### src/cpu_config.svh
/*
 Global sizing and encoding constants for the single-cycle core.
 Include this header in any file that needs word width, register count,
 reset vector or the halt opcode.
*/

`ifndef CPU_CONFIG_SVH
`define CPU_CONFIG_SVH

// Data and address width
`define CPU_WORD_W 32

// Architectural registers, r0 hardwired to zero
`define CPU_REG_N 32

// First fetch address after reset
`define CPU_RESET_PC 32'h0000_0000

// Opcode that freezes the program counter
`define CPU_HALT_OP 6'h3f

`endif
### src/cpu_types_pkg.sv
/*
 Shared datapath and encoding types for the core.
 Modules reference these through scoped names, no import.
*/

`default_nettype none

`include "cpu_config.svh"

package cpu_types_pkg;

   typedef logic [`CPU_WORD_W-1:0]         word_t;     // Data or address word
   typedef logic [$clog2(`CPU_REG_N)-1:0]  regbits_t;  // Register index or shamt
   typedef logic [15:0]                    imm16_t;
   typedef logic [25:0]                    jaddr_t;    // J-type target field

   // Primary opcodes, instr[31:26]
   typedef enum logic [5:0] {
      RTYPE = 6'h00,
      J     = 6'h02,
      BEQ   = 6'h04,
      BNE   = 6'h05,
      ADDIU = 6'h09,
      ORI   = 6'h0d,
      LW    = 6'h23,
      SW    = 6'h2b,
      HALT  = `CPU_HALT_OP
   } opcode_t;

   // R-type function codes, instr[5:0]
   typedef enum logic [5:0] {
      SLL  = 6'h00,
      SRL  = 6'h02,
      ADD  = 6'h20,
      ADDU = 6'h21,
      SUB  = 6'h22,
      SUBU = 6'h23,
      AND  = 6'h24,
      OR   = 6'h25,
      XOR  = 6'h26,
      NOR  = 6'h27,
      SLT  = 6'h2a,
      SLTU = 6'h2b
   } funct_t;

   typedef enum logic [3:0] {
      ALU_ADD, ALU_SUB, ALU_AND, ALU_OR, ALU_XOR,
      ALU_NOR, ALU_SLL, ALU_SRL, ALU_SLT, ALU_SLTU
   } aluop_t;

endpackage

`default_nettype wire

### src/cpu_core.sv
/*
 Single-cycle core top level. Wires decode, execute and result stages
 together and holds the operand and write-back muxes. Instruction and
 data memories sit outside on plain ports with same-cycle reads.
*/

`default_nettype none

`include "cpu_config.svh"

module cpu_core (
   input  logic                 clk,
   input  logic                 rst_n,
   input  cpu_types_pkg::word_t instr,
   input  cpu_types_pkg::word_t dmem_rdata,
   output cpu_types_pkg::word_t imem_addr,
   output cpu_types_pkg::word_t dmem_addr,
   output cpu_types_pkg::word_t dmem_wdata,
   output logic                 dmem_wen,
   output logic                 halted
);

   // Instruction fields
   cpu_types_pkg::regbits_t rs, rt, rd, shamt;
   cpu_types_pkg::imm16_t   imm;
   cpu_types_pkg::jaddr_t   target;

   // Control levels
   logic reg_dst, ext_signed, alu_src, shift_sel;
   logic mem_wr, mem_to_reg, reg_wr, jump, pc_src, halt;
   cpu_types_pkg::aluop_t alu_op;

   // Datapath
   cpu_types_pkg::regbits_t wsel;
   cpu_types_pkg::word_t    rdata_s, rdata_t;
   cpu_types_pkg::word_t    imm_ext;
   cpu_types_pkg::word_t    alu_a, alu_b, alu_result;
   cpu_types_pkg::word_t    wb_data;
   logic                    alu_zero;

   assign rs     = instr[25:21];
   assign rt     = instr[20:16];
   assign rd     = instr[15:11];
   assign shamt  = instr[10:6];
   assign imm    = instr[15:0];
   assign target = instr[25:0];

   control_unit u_control (
      .instr      (instr),
      .alu_zero   (alu_zero),
      .in_reset   (!rst_n),
      .reg_dst    (reg_dst),
      .ext_signed (ext_signed),
      .alu_src    (alu_src),
      .shift_sel  (shift_sel),
      .mem_wr     (mem_wr),
      .mem_to_reg (mem_to_reg),
      .reg_wr     (reg_wr),
      .jump       (jump),
      .pc_src     (pc_src),
      .halt       (halt),
      .alu_op     (alu_op)
   );

   assign wsel = reg_dst ? rd : rt;

   register_file u_regs (
      .clk     (clk),
      .rst_n   (rst_n),
      .wen     (reg_wr),
      .rs      (rs),
      .rt      (rt),
      .wsel    (wsel),
      .wdata   (wb_data),
      .rdata_s (rdata_s),
      .rdata_t (rdata_t)
   );

   // Sign extension for arithmetic and memory offsets, zero for ORI
   assign imm_ext = ext_signed ? {{(`CPU_WORD_W-16){imm[15]}}, imm}
                               : {{(`CPU_WORD_W-16){1'b0}}, imm};

   assign alu_a = shift_sel ? cpu_types_pkg::word_t'(shamt) : rdata_s;
   assign alu_b = alu_src   ? imm_ext : rdata_t;

   alu u_alu (
      .a      (alu_a),
      .b      (alu_b),
      .op     (alu_op),
      .result (alu_result),
      .zero   (alu_zero)
   );

   assign dmem_addr  = alu_result;
   assign dmem_wdata = rdata_t;
   assign dmem_wen   = mem_wr;
   assign wb_data    = mem_to_reg ? dmem_rdata : alu_result;

   program_counter u_pc (
      .clk    (clk),
      .rst_n  (rst_n),
      .pc_src (pc_src),
      .jump   (jump),
      .halt   (halt),
      .imm    (imm),
      .target (target),
      .pc     (imem_addr),
      .halted (halted)
   );

   // A halted core issues no stores and fetches from a fixed address
   a_halt_quiet: assert property (@(posedge clk) disable iff (!rst_n)
      halted |-> (!dmem_wen && $stable(imem_addr)))
      else $error("cpu_core: activity after halt");

endmodule

`default_nettype wire

### src/program_counter.sv
/*
 Program counter and halt state. Picks the sequential, branch or jump
 address every cycle, and freezes once a HALT has been decoded.
*/

`default_nettype none

`include "cpu_config.svh"

module program_counter (
   input  logic                    clk,
   input  logic                    rst_n,
   input  logic                    pc_src,
   input  logic                    jump,
   input  logic                    halt,
   input  cpu_types_pkg::imm16_t   imm,
   input  cpu_types_pkg::jaddr_t   target,
   output cpu_types_pkg::word_t    pc,
   output logic                    halted
);

   cpu_types_pkg::word_t pc_plus4;
   cpu_types_pkg::word_t br_addr;
   cpu_types_pkg::word_t j_addr;
   cpu_types_pkg::word_t pc_next;

   assign pc_plus4 = pc + cpu_types_pkg::word_t'(4);
   assign br_addr  = pc_plus4 + {{(`CPU_WORD_W-18){imm[15]}}, imm, 2'b00};
   assign j_addr   = {pc_plus4[`CPU_WORD_W-1 -: 4], target, 2'b00};   // Same 256MB region

   always_comb begin
      if (jump)        pc_next = j_addr;
      else if (pc_src) pc_next = br_addr;
      else             pc_next = pc_plus4;
   end

   always_ff @(posedge clk) begin
      if (!rst_n) begin
         pc     <= `CPU_RESET_PC;
         halted <= 1'b0;
      end else begin
         if (!halt && !halted) pc <= pc_next;
         if (halt) halted <= 1'b1;   // Sticky until reset
      end
   end

   a_pc_aligned: assert property (@(posedge clk) disable iff (!rst_n) pc[1:0] == 2'b00)
      else $error("program_counter: pc not word aligned");

endmodule

`default_nettype wire

### src/alu.sv
/*
 Combinational ALU for the core. Ten operations selected by op,
 plus a zero flag used for branch resolution.
*/

`default_nettype none

module alu (
   input  cpu_types_pkg::word_t  a,
   input  cpu_types_pkg::word_t  b,
   input  cpu_types_pkg::aluop_t op,
   output cpu_types_pkg::word_t  result,
   output logic                  zero
);

   cpu_types_pkg::regbits_t shamt;

   // Shifts take their amount from the low bits of a
   assign shamt = cpu_types_pkg::regbits_t'(a);

   always_comb begin
      case (op)
         cpu_types_pkg::ALU_ADD:  result = a + b;
         cpu_types_pkg::ALU_SUB:  result = a - b;
         cpu_types_pkg::ALU_AND:  result = a & b;
         cpu_types_pkg::ALU_OR:   result = a | b;
         cpu_types_pkg::ALU_XOR:  result = a ^ b;
         cpu_types_pkg::ALU_NOR:  result = ~(a | b);
         cpu_types_pkg::ALU_SLL:  result = b << shamt;
         cpu_types_pkg::ALU_SRL:  result = b >> shamt;   // Logical, zero fill
         cpu_types_pkg::ALU_SLT: begin
            result = cpu_types_pkg::word_t'($signed(a) < $signed(b));
         end
         cpu_types_pkg::ALU_SLTU: begin
            result = cpu_types_pkg::word_t'(a < b);
         end
         default: result = '0;
      endcase
   end

   assign zero = (result == '0);

endmodule

`default_nettype wire

### src/register_file.sv
/*
 Register file with two combinational read ports and one write port.
 Writes land on the rising edge; register zero is never written.
*/

`default_nettype none

`include "cpu_config.svh"

module register_file (
   input  logic                    clk,
   input  logic                    rst_n,
   input  logic                    wen,
   input  cpu_types_pkg::regbits_t rs,
   input  cpu_types_pkg::regbits_t rt,
   input  cpu_types_pkg::regbits_t wsel,
   input  cpu_types_pkg::word_t    wdata,
   output cpu_types_pkg::word_t    rdata_s,
   output cpu_types_pkg::word_t    rdata_t
);

   cpu_types_pkg::word_t regs [`CPU_REG_N];

   always_ff @(posedge clk) begin
      if (!rst_n) begin
         regs <= '{default: '0};
      end else if (wen && (wsel != '0)) begin   // r0 stays at reset value
         regs[wsel] <= wdata;
      end
   end

   assign rdata_s = regs[rs];
   assign rdata_t = regs[rt];

   // r0 reads zero on both ports, relies on reset and the write guard
   a_r0_zero: assert property (@(posedge clk) disable iff (!rst_n)
      ((rs == '0) |-> (rdata_s == '0)) and ((rt == '0) |-> (rdata_t == '0)))
      else $error("register_file: register zero read nonzero");

endmodule

`default_nettype wire

### src/control_unit.sv
/*
 Decode stage. Turns the current instruction into datapath control levels
 and resolves the branch decision from the ALU zero flag.
 Purely combinational; in_reset blocks memory writes while rst_n is low.
*/

`default_nettype none

module control_unit (
   input  cpu_types_pkg::word_t  instr,
   input  logic                  alu_zero,
   input  logic                  in_reset,
   output logic                  reg_dst,
   output logic                  ext_signed,
   output logic                  alu_src,
   output logic                  shift_sel,
   output logic                  mem_wr,
   output logic                  mem_to_reg,
   output logic                  reg_wr,
   output logic                  jump,
   output logic                  pc_src,
   output logic                  halt,
   output cpu_types_pkg::aluop_t alu_op
);

   cpu_types_pkg::opcode_t op;
   cpu_types_pkg::funct_t  funct;
   logic                   funct_ok;   // Recognised R-type function

   assign op    = cpu_types_pkg::opcode_t'(instr[31:26]);
   assign funct = cpu_types_pkg::funct_t'(instr[5:0]);

   // R-type writes rd, everything else that writes uses rt
   assign reg_dst    = (op == cpu_types_pkg::RTYPE);
   assign ext_signed = (op != cpu_types_pkg::ORI);   // ORI zero extends
   assign alu_src    = (op == cpu_types_pkg::ORI) || (op == cpu_types_pkg::ADDIU) ||
                       (op == cpu_types_pkg::LW)  || (op == cpu_types_pkg::SW);
   assign shift_sel  = (op == cpu_types_pkg::RTYPE) &&
                       (funct == cpu_types_pkg::SLL || funct == cpu_types_pkg::SRL);

   assign mem_wr     = (op == cpu_types_pkg::SW) && !in_reset;
   assign mem_to_reg = (op == cpu_types_pkg::LW);
   assign reg_wr     = ((op == cpu_types_pkg::RTYPE) && funct_ok) ||
                       (op == cpu_types_pkg::ORI) || (op == cpu_types_pkg::ADDIU) ||
                       (op == cpu_types_pkg::LW);

   assign jump = (op == cpu_types_pkg::J);
   assign halt = (op == cpu_types_pkg::HALT);

   // BNE takes the branch on a nonzero difference
   always_comb begin
      case (op)
         cpu_types_pkg::BEQ: pc_src = alu_zero;
         cpu_types_pkg::BNE: pc_src = !alu_zero;
         default:            pc_src = 1'b0;
      endcase
   end

   always_comb begin
      funct_ok = 1'b1;
      alu_op   = cpu_types_pkg::ALU_ADD;   // ADDIU, LW, SW and no-ops
      case (op)
         cpu_types_pkg::RTYPE: begin
            case (funct)
               cpu_types_pkg::ADD,
               cpu_types_pkg::ADDU: alu_op = cpu_types_pkg::ALU_ADD;
               cpu_types_pkg::SUB,
               cpu_types_pkg::SUBU: alu_op = cpu_types_pkg::ALU_SUB;
               cpu_types_pkg::AND:  alu_op = cpu_types_pkg::ALU_AND;
               cpu_types_pkg::OR:   alu_op = cpu_types_pkg::ALU_OR;
               cpu_types_pkg::XOR:  alu_op = cpu_types_pkg::ALU_XOR;
               cpu_types_pkg::NOR:  alu_op = cpu_types_pkg::ALU_NOR;
               cpu_types_pkg::SLL:  alu_op = cpu_types_pkg::ALU_SLL;
               cpu_types_pkg::SRL:  alu_op = cpu_types_pkg::ALU_SRL;
               cpu_types_pkg::SLT:  alu_op = cpu_types_pkg::ALU_SLT;
               cpu_types_pkg::SLTU: alu_op = cpu_types_pkg::ALU_SLTU;
               default:             funct_ok = 1'b0;   // Executes as no-op
            endcase
         end
         cpu_types_pkg::ORI:  alu_op = cpu_types_pkg::ALU_OR;
         cpu_types_pkg::BEQ,
         cpu_types_pkg::BNE:  alu_op = cpu_types_pkg::ALU_SUB;
         default: ;
      endcase
   end

   // Store and register write never overlap once out of reset
   always_comb begin
      if (!in_reset) begin
         assert (!(mem_wr && reg_wr))
            else $error("control_unit: mem_wr and reg_wr both high");
         assert (alu_op inside {cpu_types_pkg::ALU_ADD, cpu_types_pkg::ALU_SUB,
                                cpu_types_pkg::ALU_AND, cpu_types_pkg::ALU_OR,
                                cpu_types_pkg::ALU_XOR, cpu_types_pkg::ALU_NOR,
                                cpu_types_pkg::ALU_SLL, cpu_types_pkg::ALU_SRL,
                                cpu_types_pkg::ALU_SLT, cpu_types_pkg::ALU_SLTU})
            else $error("control_unit: alu_op outside the defined set");
      end
   end

endmodule

`default_nettype wire

### config.mk
export PLATFORM = sky130hd
export DESIGN_NAME = cpu_core
export DESIGN_NICKNAME = d
export VERILOG_FILES = /design/src/cpu_types_pkg.sv /design/src/cpu_core.sv /design/src/program_counter.sv /design/src/alu.sv /design/src/register_file.sv /design/src/control_unit.sv
export VERILOG_INCLUDE_DIRS = /design/src
export SDC_FILE = /design/constraint.sdc
export NUM_CORES = 2
export LEC_CHECK = 0
export ABC_CLOCK_PERIOD_IN_PS = 14500
export BUFFER_PORTS_ARGS = -buffer_cell sky130_fd_sc_hd__buf_2
export CORE_ASPECT_RATIO = 2
export CORE_MARGIN = 1
export CORE_UTILIZATION = 32
export CTS_CLUSTER_DIAMETER = 120
export CTS_CLUSTER_SIZE = 20
export DETAILED_ROUTE_END_ITERATION = 8
export PLACE_DENSITY = 0.46
export SYNTH_ARGS = -nofsm -noshare
export SYNTH_HDL_FRONTEND = slang
export SYNTH_SLANG_ARGS = --single-unit
### constraint.sdc
create_clock -name clk -period 14.5 [get_ports clk]
set_input_delay 2.9 -clock clk [delete_from_list [all_inputs] [get_ports clk]]
set_output_delay 2.9 -clock clk [all_outputs]
set_load 0.005 [all_outputs]
Word-level counts from Yosys, hierarchy flattened
Index checks and enable logic that the tools add are counted.
{"block": "totals", "register_bits": 1057, "inputBits": 66, "output_inout_bits": 98}
{"block": "classes", "addsub": 4, "n_lt_le_gt_ge": 6, "n_eq_ne": 29, "n_shift": 2, "n_mux": 22, "n_bitwise": 7, "n_reduce_logical": 24}
{"op": "$bwmux W1024", "count": 1}
{"op": "$mux W32", "count": 11}
{"op": "$bmux W32 S5", "count": 2}
{"op": "$pmux W32 S10", "count": 1}
{"op": "$demux W32 S5", "count": 1}
{"op": "$eq A6 B6 Y1 const B", "count": 13}
{"op": "$add A32 B32 Y32", "count": 2}
{"op": "$lt A32 B32 Y1", "count": 2}
{"op": "$pmux W4 S9", "count": 1}
{"op": "$add A32 B3 Y32 const B", "count": 1}
{"op": "$and A32 B32 Y32", "count": 1}
{"op": "$logic_not A32 Y1", "count": 1}
{"op": "$not A32 Y32", "count": 1}
{"op": "$or A32 B32 Y32", "count": 1}
{"op": "$shl A32 B5 Y32", "count": 1}
{"op": "$shr A32 B5 Y32", "count": 1}
{"op": "$sub A32 B32 Y32", "count": 1}
{"op": "$xor A32 B32 Y32", "count": 1}
{"op": "$ge A6 B6 Y1 const B", "count": 3}
{"op": "$not A5 Y6", "count": 3}
{"op": "$eq A4 B3 Y1 const B", "count": 4}
{"op": "$eq A6 B2 Y1 const B", "count": 2}
{"op": "$eq A6 B3 Y1 const B", "count": 2}
{"op": "$eq A6 B4 Y1 const B", "count": 2}
{"op": "17 further kinds", "count": 35}

Longest topological paths before layout
{"block": "logic_depth", "depth_word": 13, "mapped_depth": 34, "depth_no_buf": 25}

Hierarchy
A second synthesis with hierarchy kept.
{"block": "hier_totals", "hier_cells": 8974, "area_unflattened_um2": 70332.5}
{"module": "register_file", "n_inst": 1, "cells_each": 6848, "area_per_inst_um2": 55051.5, "seq_area_each_um2": 20499.7}
{"module": "alu", "n_inst": 1, "cells_each": 1433, "area_per_inst_um2": 9979.6, "seq_area_each_um2": 0.0}
{"module": "program_counter", "n_inst": 1, "cells_each": 514, "area_per_inst_um2": 3718.6, "seq_area_each_um2": 620.6}
{"module": "cpu_core", "n_inst": 1, "cells_each": 131, "area_per_inst_um2": 1276.2, "seq_area_each_um2": 0.0}
{"module": "control_unit", "n_inst": 1, "cells_each": 48, "area_per_inst_um2": 306.5, "seq_area_each_um2": 0.0}

Worst setup path after synthesis
No wires, ideal clock.
{"block": "synth_timing", "path_kind": "input to output", "from": "input instr[16]", "to": "output dmem_addr[26]", "arrival_time_ns": 9.600, "t_required_ns": 11.600, "path_slack_ns": 2.000, "path_stages": 26, "n_path_buf": 7, "cell_sequence": "clkbuf_2 buf_6 buf_6 buf_4 buf_2 buf_2 buf_1 mux4_2 mux4_2 mux2_2 nor2_1 nor2_1 ha_1 fa_1 a21oi_1 o21bai_1 a2111o_1 a2111oi_0 nor3_1 o2111ai_1 nand3_1 a311oi_1 o21bai_1 xnor2_1 a2111oi_0 inv_1"}
{"block": "synth_between", "elab_cells_between_ends": 14}
{"item": "from (decl)", "line": "cpu_core.sv:14", "text": "input cpu_types_pkg::word_t instr,"}
{"item": "$not A5 Y6 (implied by the code) (*)", "line": "register_file.sv:33", "text": "assign rdata_t = regs[rt];"}
{"item": "$bmux W32 S5 (*)", "line": "register_file.sv:33"}
{"item": "$mux W32 (implied by the code) (*) (2 in a row)", "line": "register_file.sv:33"}
{"item": "named net dmem_wdata[0]", "line": "cpu_core.sv:18", "text": "output cpu_types_pkg::word_t dmem_wdata,"}
{"item": "$mux W32 (*)", "line": "cpu_core.sv:84", "text": "assign alu_b = alu_src ? imm_ext : rdata_t;"}
{"item": "$sub A32 B32 Y32, or another cell as far along", "line": "alu.sv:24", "text": "cpu_types_pkg::ALU_SUB: result = a - b;"}
{"item": "$pmux W32 S10 (*)", "line": "alu.sv:22", "text": "case (op)"}
{"item": "to (decl)", "line": "cpu_core.sv:17", "text": "output cpu_types_pkg::word_t dmem_addr,"}
The timed path passes the listed nets; every way through them passes the cells marked *. The select of a mux whose other input is x is not followed.

Worst setup path after layout
{"block": "layout_timing", "from": "input instr[18]", "to": "output dmem_addr[31]"}
{"block": "layout_between", "elab_chain_len": 8, "elab_cells_between_ends": 14}
{"item": "$not A5 Y6 (implied by the code) (*)", "line": "register_file.sv:33"}
{"item": "$bmux W32 S5 (*)", "line": "register_file.sv:33"}
{"item": "$mux W32 (implied by the code) (*) (2 in a row)", "line": "register_file.sv:33"}
{"item": "$mux W32 (*)", "line": "cpu_core.sv:84"}
{"item": "parallel branches: the longest is 2 deep, another holds $sub A32 B32 Y32"}
{"item": "$pmux W32 S10 (*)", "line": "alu.sv:22"}
Mark *: on every way between the ends. The select of a mux whose other input is x is not followed.

==> metrics.txt <==
outcome=completed; startpoint types=primary input; HP Class=reg -> reg; synthesized area=0.06675 sq mm; finished layout cell area=0.07205 sq mm; Inserted Clock Buffers=between 50 and 60; Setup Total Neg Slack=0 ns; antenna viol nets, final=0; Nets=approximately 7,800; clock insertion delay at the later pin of the skew report=between 0.7 and 0.8 ns; TritonCTS clock tree=yes; sequential element share of the synthesized area=a little under a third; number of synthesized flops with an enable pin=0; drt initial violations=~5,300; CTS root buf=clkbuf_16; crit path kind=in -> out; RSZ-0062 raised after global routing=no; Final Skew=0.03147 ns; async set or reset register ratio after synthesis=0%; H-tree depth=2; Avg Cell Area, Syn=8.483 sq um; Netlist cell types=100; Crit Path Max Fanout=31; Slew Viols, Final=0; Top FF cell, synth=dfxtp_1; vias per inst=5.914; final worst slack=0.5297 ns; Sink Count=about 1,100; die area=0.2105 sq mm; clock-pin slew on the worst setup and hold paths=about 0.1 ns; dpl cells=10,290; endpoints failing hold=0; # hold bufs at CTS=0; Max clock buf depth=3; Starting Density=roughly a third; minimum clock period=about 14 ns; Finished Layout Cells=slightly above 10,000; Synth Warn #=0; Post-Route Utilization=between 30% and 40%; FF+latch count, synth=between 1,000 and 1,500; DP Area=approximately 0.070 sq mm; Final GP Congestion=1.025; final setup fails=0; Core ar.=~0.21 sq mm; layout overhead on the synthesized area=7.952%; Fin Hold WS=around 0.48 ns; buffers added on ports=between 150 and 200; via count=just over 60,000; initial antenna violation count=13; largest net degree at the start of global routing=~260; number of primary I/O pins=around 160; Worst EP arrival=between 10 and 15 ns; element type at the critical path end=primary output; final WL=approximately 340 mm; Max VDD drop=about 120 uV; total power=~6.0 mW; slew margin rel.=approximately 2.8%; # DRC=0; Post-Place Worst Slack=1.021 ns; row count=236; first-pass GRT wire length=roughly 480 mm; GRT Resource Usage Total=a little under a third; Cell Pwr Density=just over 80 mW/mm^2; Fmax=0.07158 GHz; post-DP HPWL=between 200 and 250 mm; post-cts sizing count=0; Die W=between 300 and 400 microns; Post-CTS Setup Inserts=0; Synth Instances=~7,900; leakage power=between 20 and 30 nW; Worst EP required=roughly 12 ns; Wirelength per Cell=~33 microns; grt ovf=0; Pre-antenna DRT Iters=9; number of global-route vias before repair=between 60,000 and 70,000; Worst Max-Slew Pin Slew=1.458 ns; maxcap violations=0; Die Ht=approximately 650 microns; Tcrit/Tclk final=around 96%; share of cells above drive strength 1=between 10% and 20%
[cell usage after synthesis (19+ instances only)]
library cell  number  area, sq um
a211oi_1          34        255.2
a21boi_0         932         6997
a21o_1            26        195.2
a21oi_1          271         1356
a221oi_1          22        192.7
a22oi_1          243         1824
a31oi_1           24        150.1
and2_1           119        744.5
and3_1            33        206.5
buf_1            109        409.1
buf_2             80        400.4
buf_4             30        225.2
clkbuf_1         491         1843
dfxtp_1         1055        21120
ha_1             129         1614
inv_1            106        397.9
mux2_2            29        326.6
mux2i_1          605         6056
mux4_2           352         7928
nand2_1         2207         8284
nand2b_1          22        137.6
nand3_1          101        505.5
nor2_1           163        611.8
nor3_1            60        300.3
nor4_1            44        275.3
o21a_1            19        142.6
o21ai_0          149        745.7
o21ai_1           34        170.2
o21bai_1          22        165.2
xnor2_1           51        446.7
xor2_1            21        183.9
[worst max-delay path: stages]
cell      delay (ns)
buf_2           0.37
nor2b_4         0.69
buf_4           0.63
buf_4           0.49
a22oi_1         0.14
a21oi_1         0.46
nor4_2          0.10
buf_4           0.21
a21oi_1         0.39
inv_1           0.09
ha_1            0.48
inv_1           0.19
nor3_1          0.59
nand3_1         0.14
nor3_1          0.69
o21ai_0         0.37
clkbuf_4        0.29
nand3_1         0.16
a31oi_1         0.19
o21a_1          0.25
a311oi_1        0.28
nand3_1         0.50
buf_2           0.32
[logic make-up (layout without fill, tap and decap cells)]
kind of cell               count (synthesis)  in the layout  synth area share [%]
AOI/OAI and AO/OA                       1956           1956                 20.66
xor gates and xnor gates                  72             72                0.9448
adders and majority gates                132            132                 2.508
buffers and inverters                    836            587                 5.223
DFF                                     1055           1055                 31.64
muxes                                    991            991                 21.59
other                                      1             12              0.005618
and+or+nand+nor                         2825           2825                 17.42
[power by group]
part           total (mW)  switching [mW]  internal (mW)
clock network        1.80            1.07          0.724
registers            2.91         0.00640           2.90
logic                1.26           0.905          0.354
total                5.96            1.98           3.98
[layer usage]
| layer | vias to the layer above | GRT usage (%) | wire [microns] | share of wire (%) |
|---|---|---|---|---|
| met5 | - | 0 | 40 | 0.012 |
| met4 | 6 | 25.98 | 32320 | 9.5 |
| met2 | 2488 | 55.88 | 169700 | 50 |
| met3 | 969 | 4.803 | 18250 | 5.4 |
| met1 | 30660 | 33.03 | 120600 | 35 |
| li1 | 27190 | - | - | - |
[worst paths after layout]
| path | endpoint | cells past startpoint | slack [ns] | from |
|---|---|---|---|---|
| max | dmem_addr[31] | 23 | 0.53 | instr[18] |
| min | u_pc.pc[31] | 2 | 0.48 | u_pc.pc[31] |
| min reg2reg | u_pc.pc[31] | 2 | 0.48 | u_pc.pc[31] |
| max reg2reg | u_pc.pc[14] | 25 | 4.77 | u_regs.regs[770] |
[layout by cell type, fill, tap and decap left out, drive strengths merged, types with 110 or more instances in the layout]
| master | n |
|---|---|
| a22oi | 243 |
| mux4 | 354 |
| nor2 | 164 |
| buf | 415 |
| dfxtp | 1055 |
| nand2 | 2207 |
| o21ai | 183 |
| inv | 110 |
| mux2i | 607 |
| ha | 129 |
| and2 | 119 |
| a21oi | 273 |
| a21boi | 932 |
[final cells by class]
class | count | area (sq um)
multi-input combinational | 5978 | 42650
inverter | 110 | 417.9
clock buffer | 59 | 1476
fill | 21350 | 134900
timing repair buffer | 416 | 2923
clock inverter | 2 | 16.27
tap | 2737 | 3425
antenna | 10 | 25.02
sequential | 1055 | 21120
[registers in the layout, indices dropped and copies added (netlist names)]
register and flops:
u_pc.pc 30, u_pc.halted 1, u_regs.regs 1024
Power figures use the tool's default switching activity.
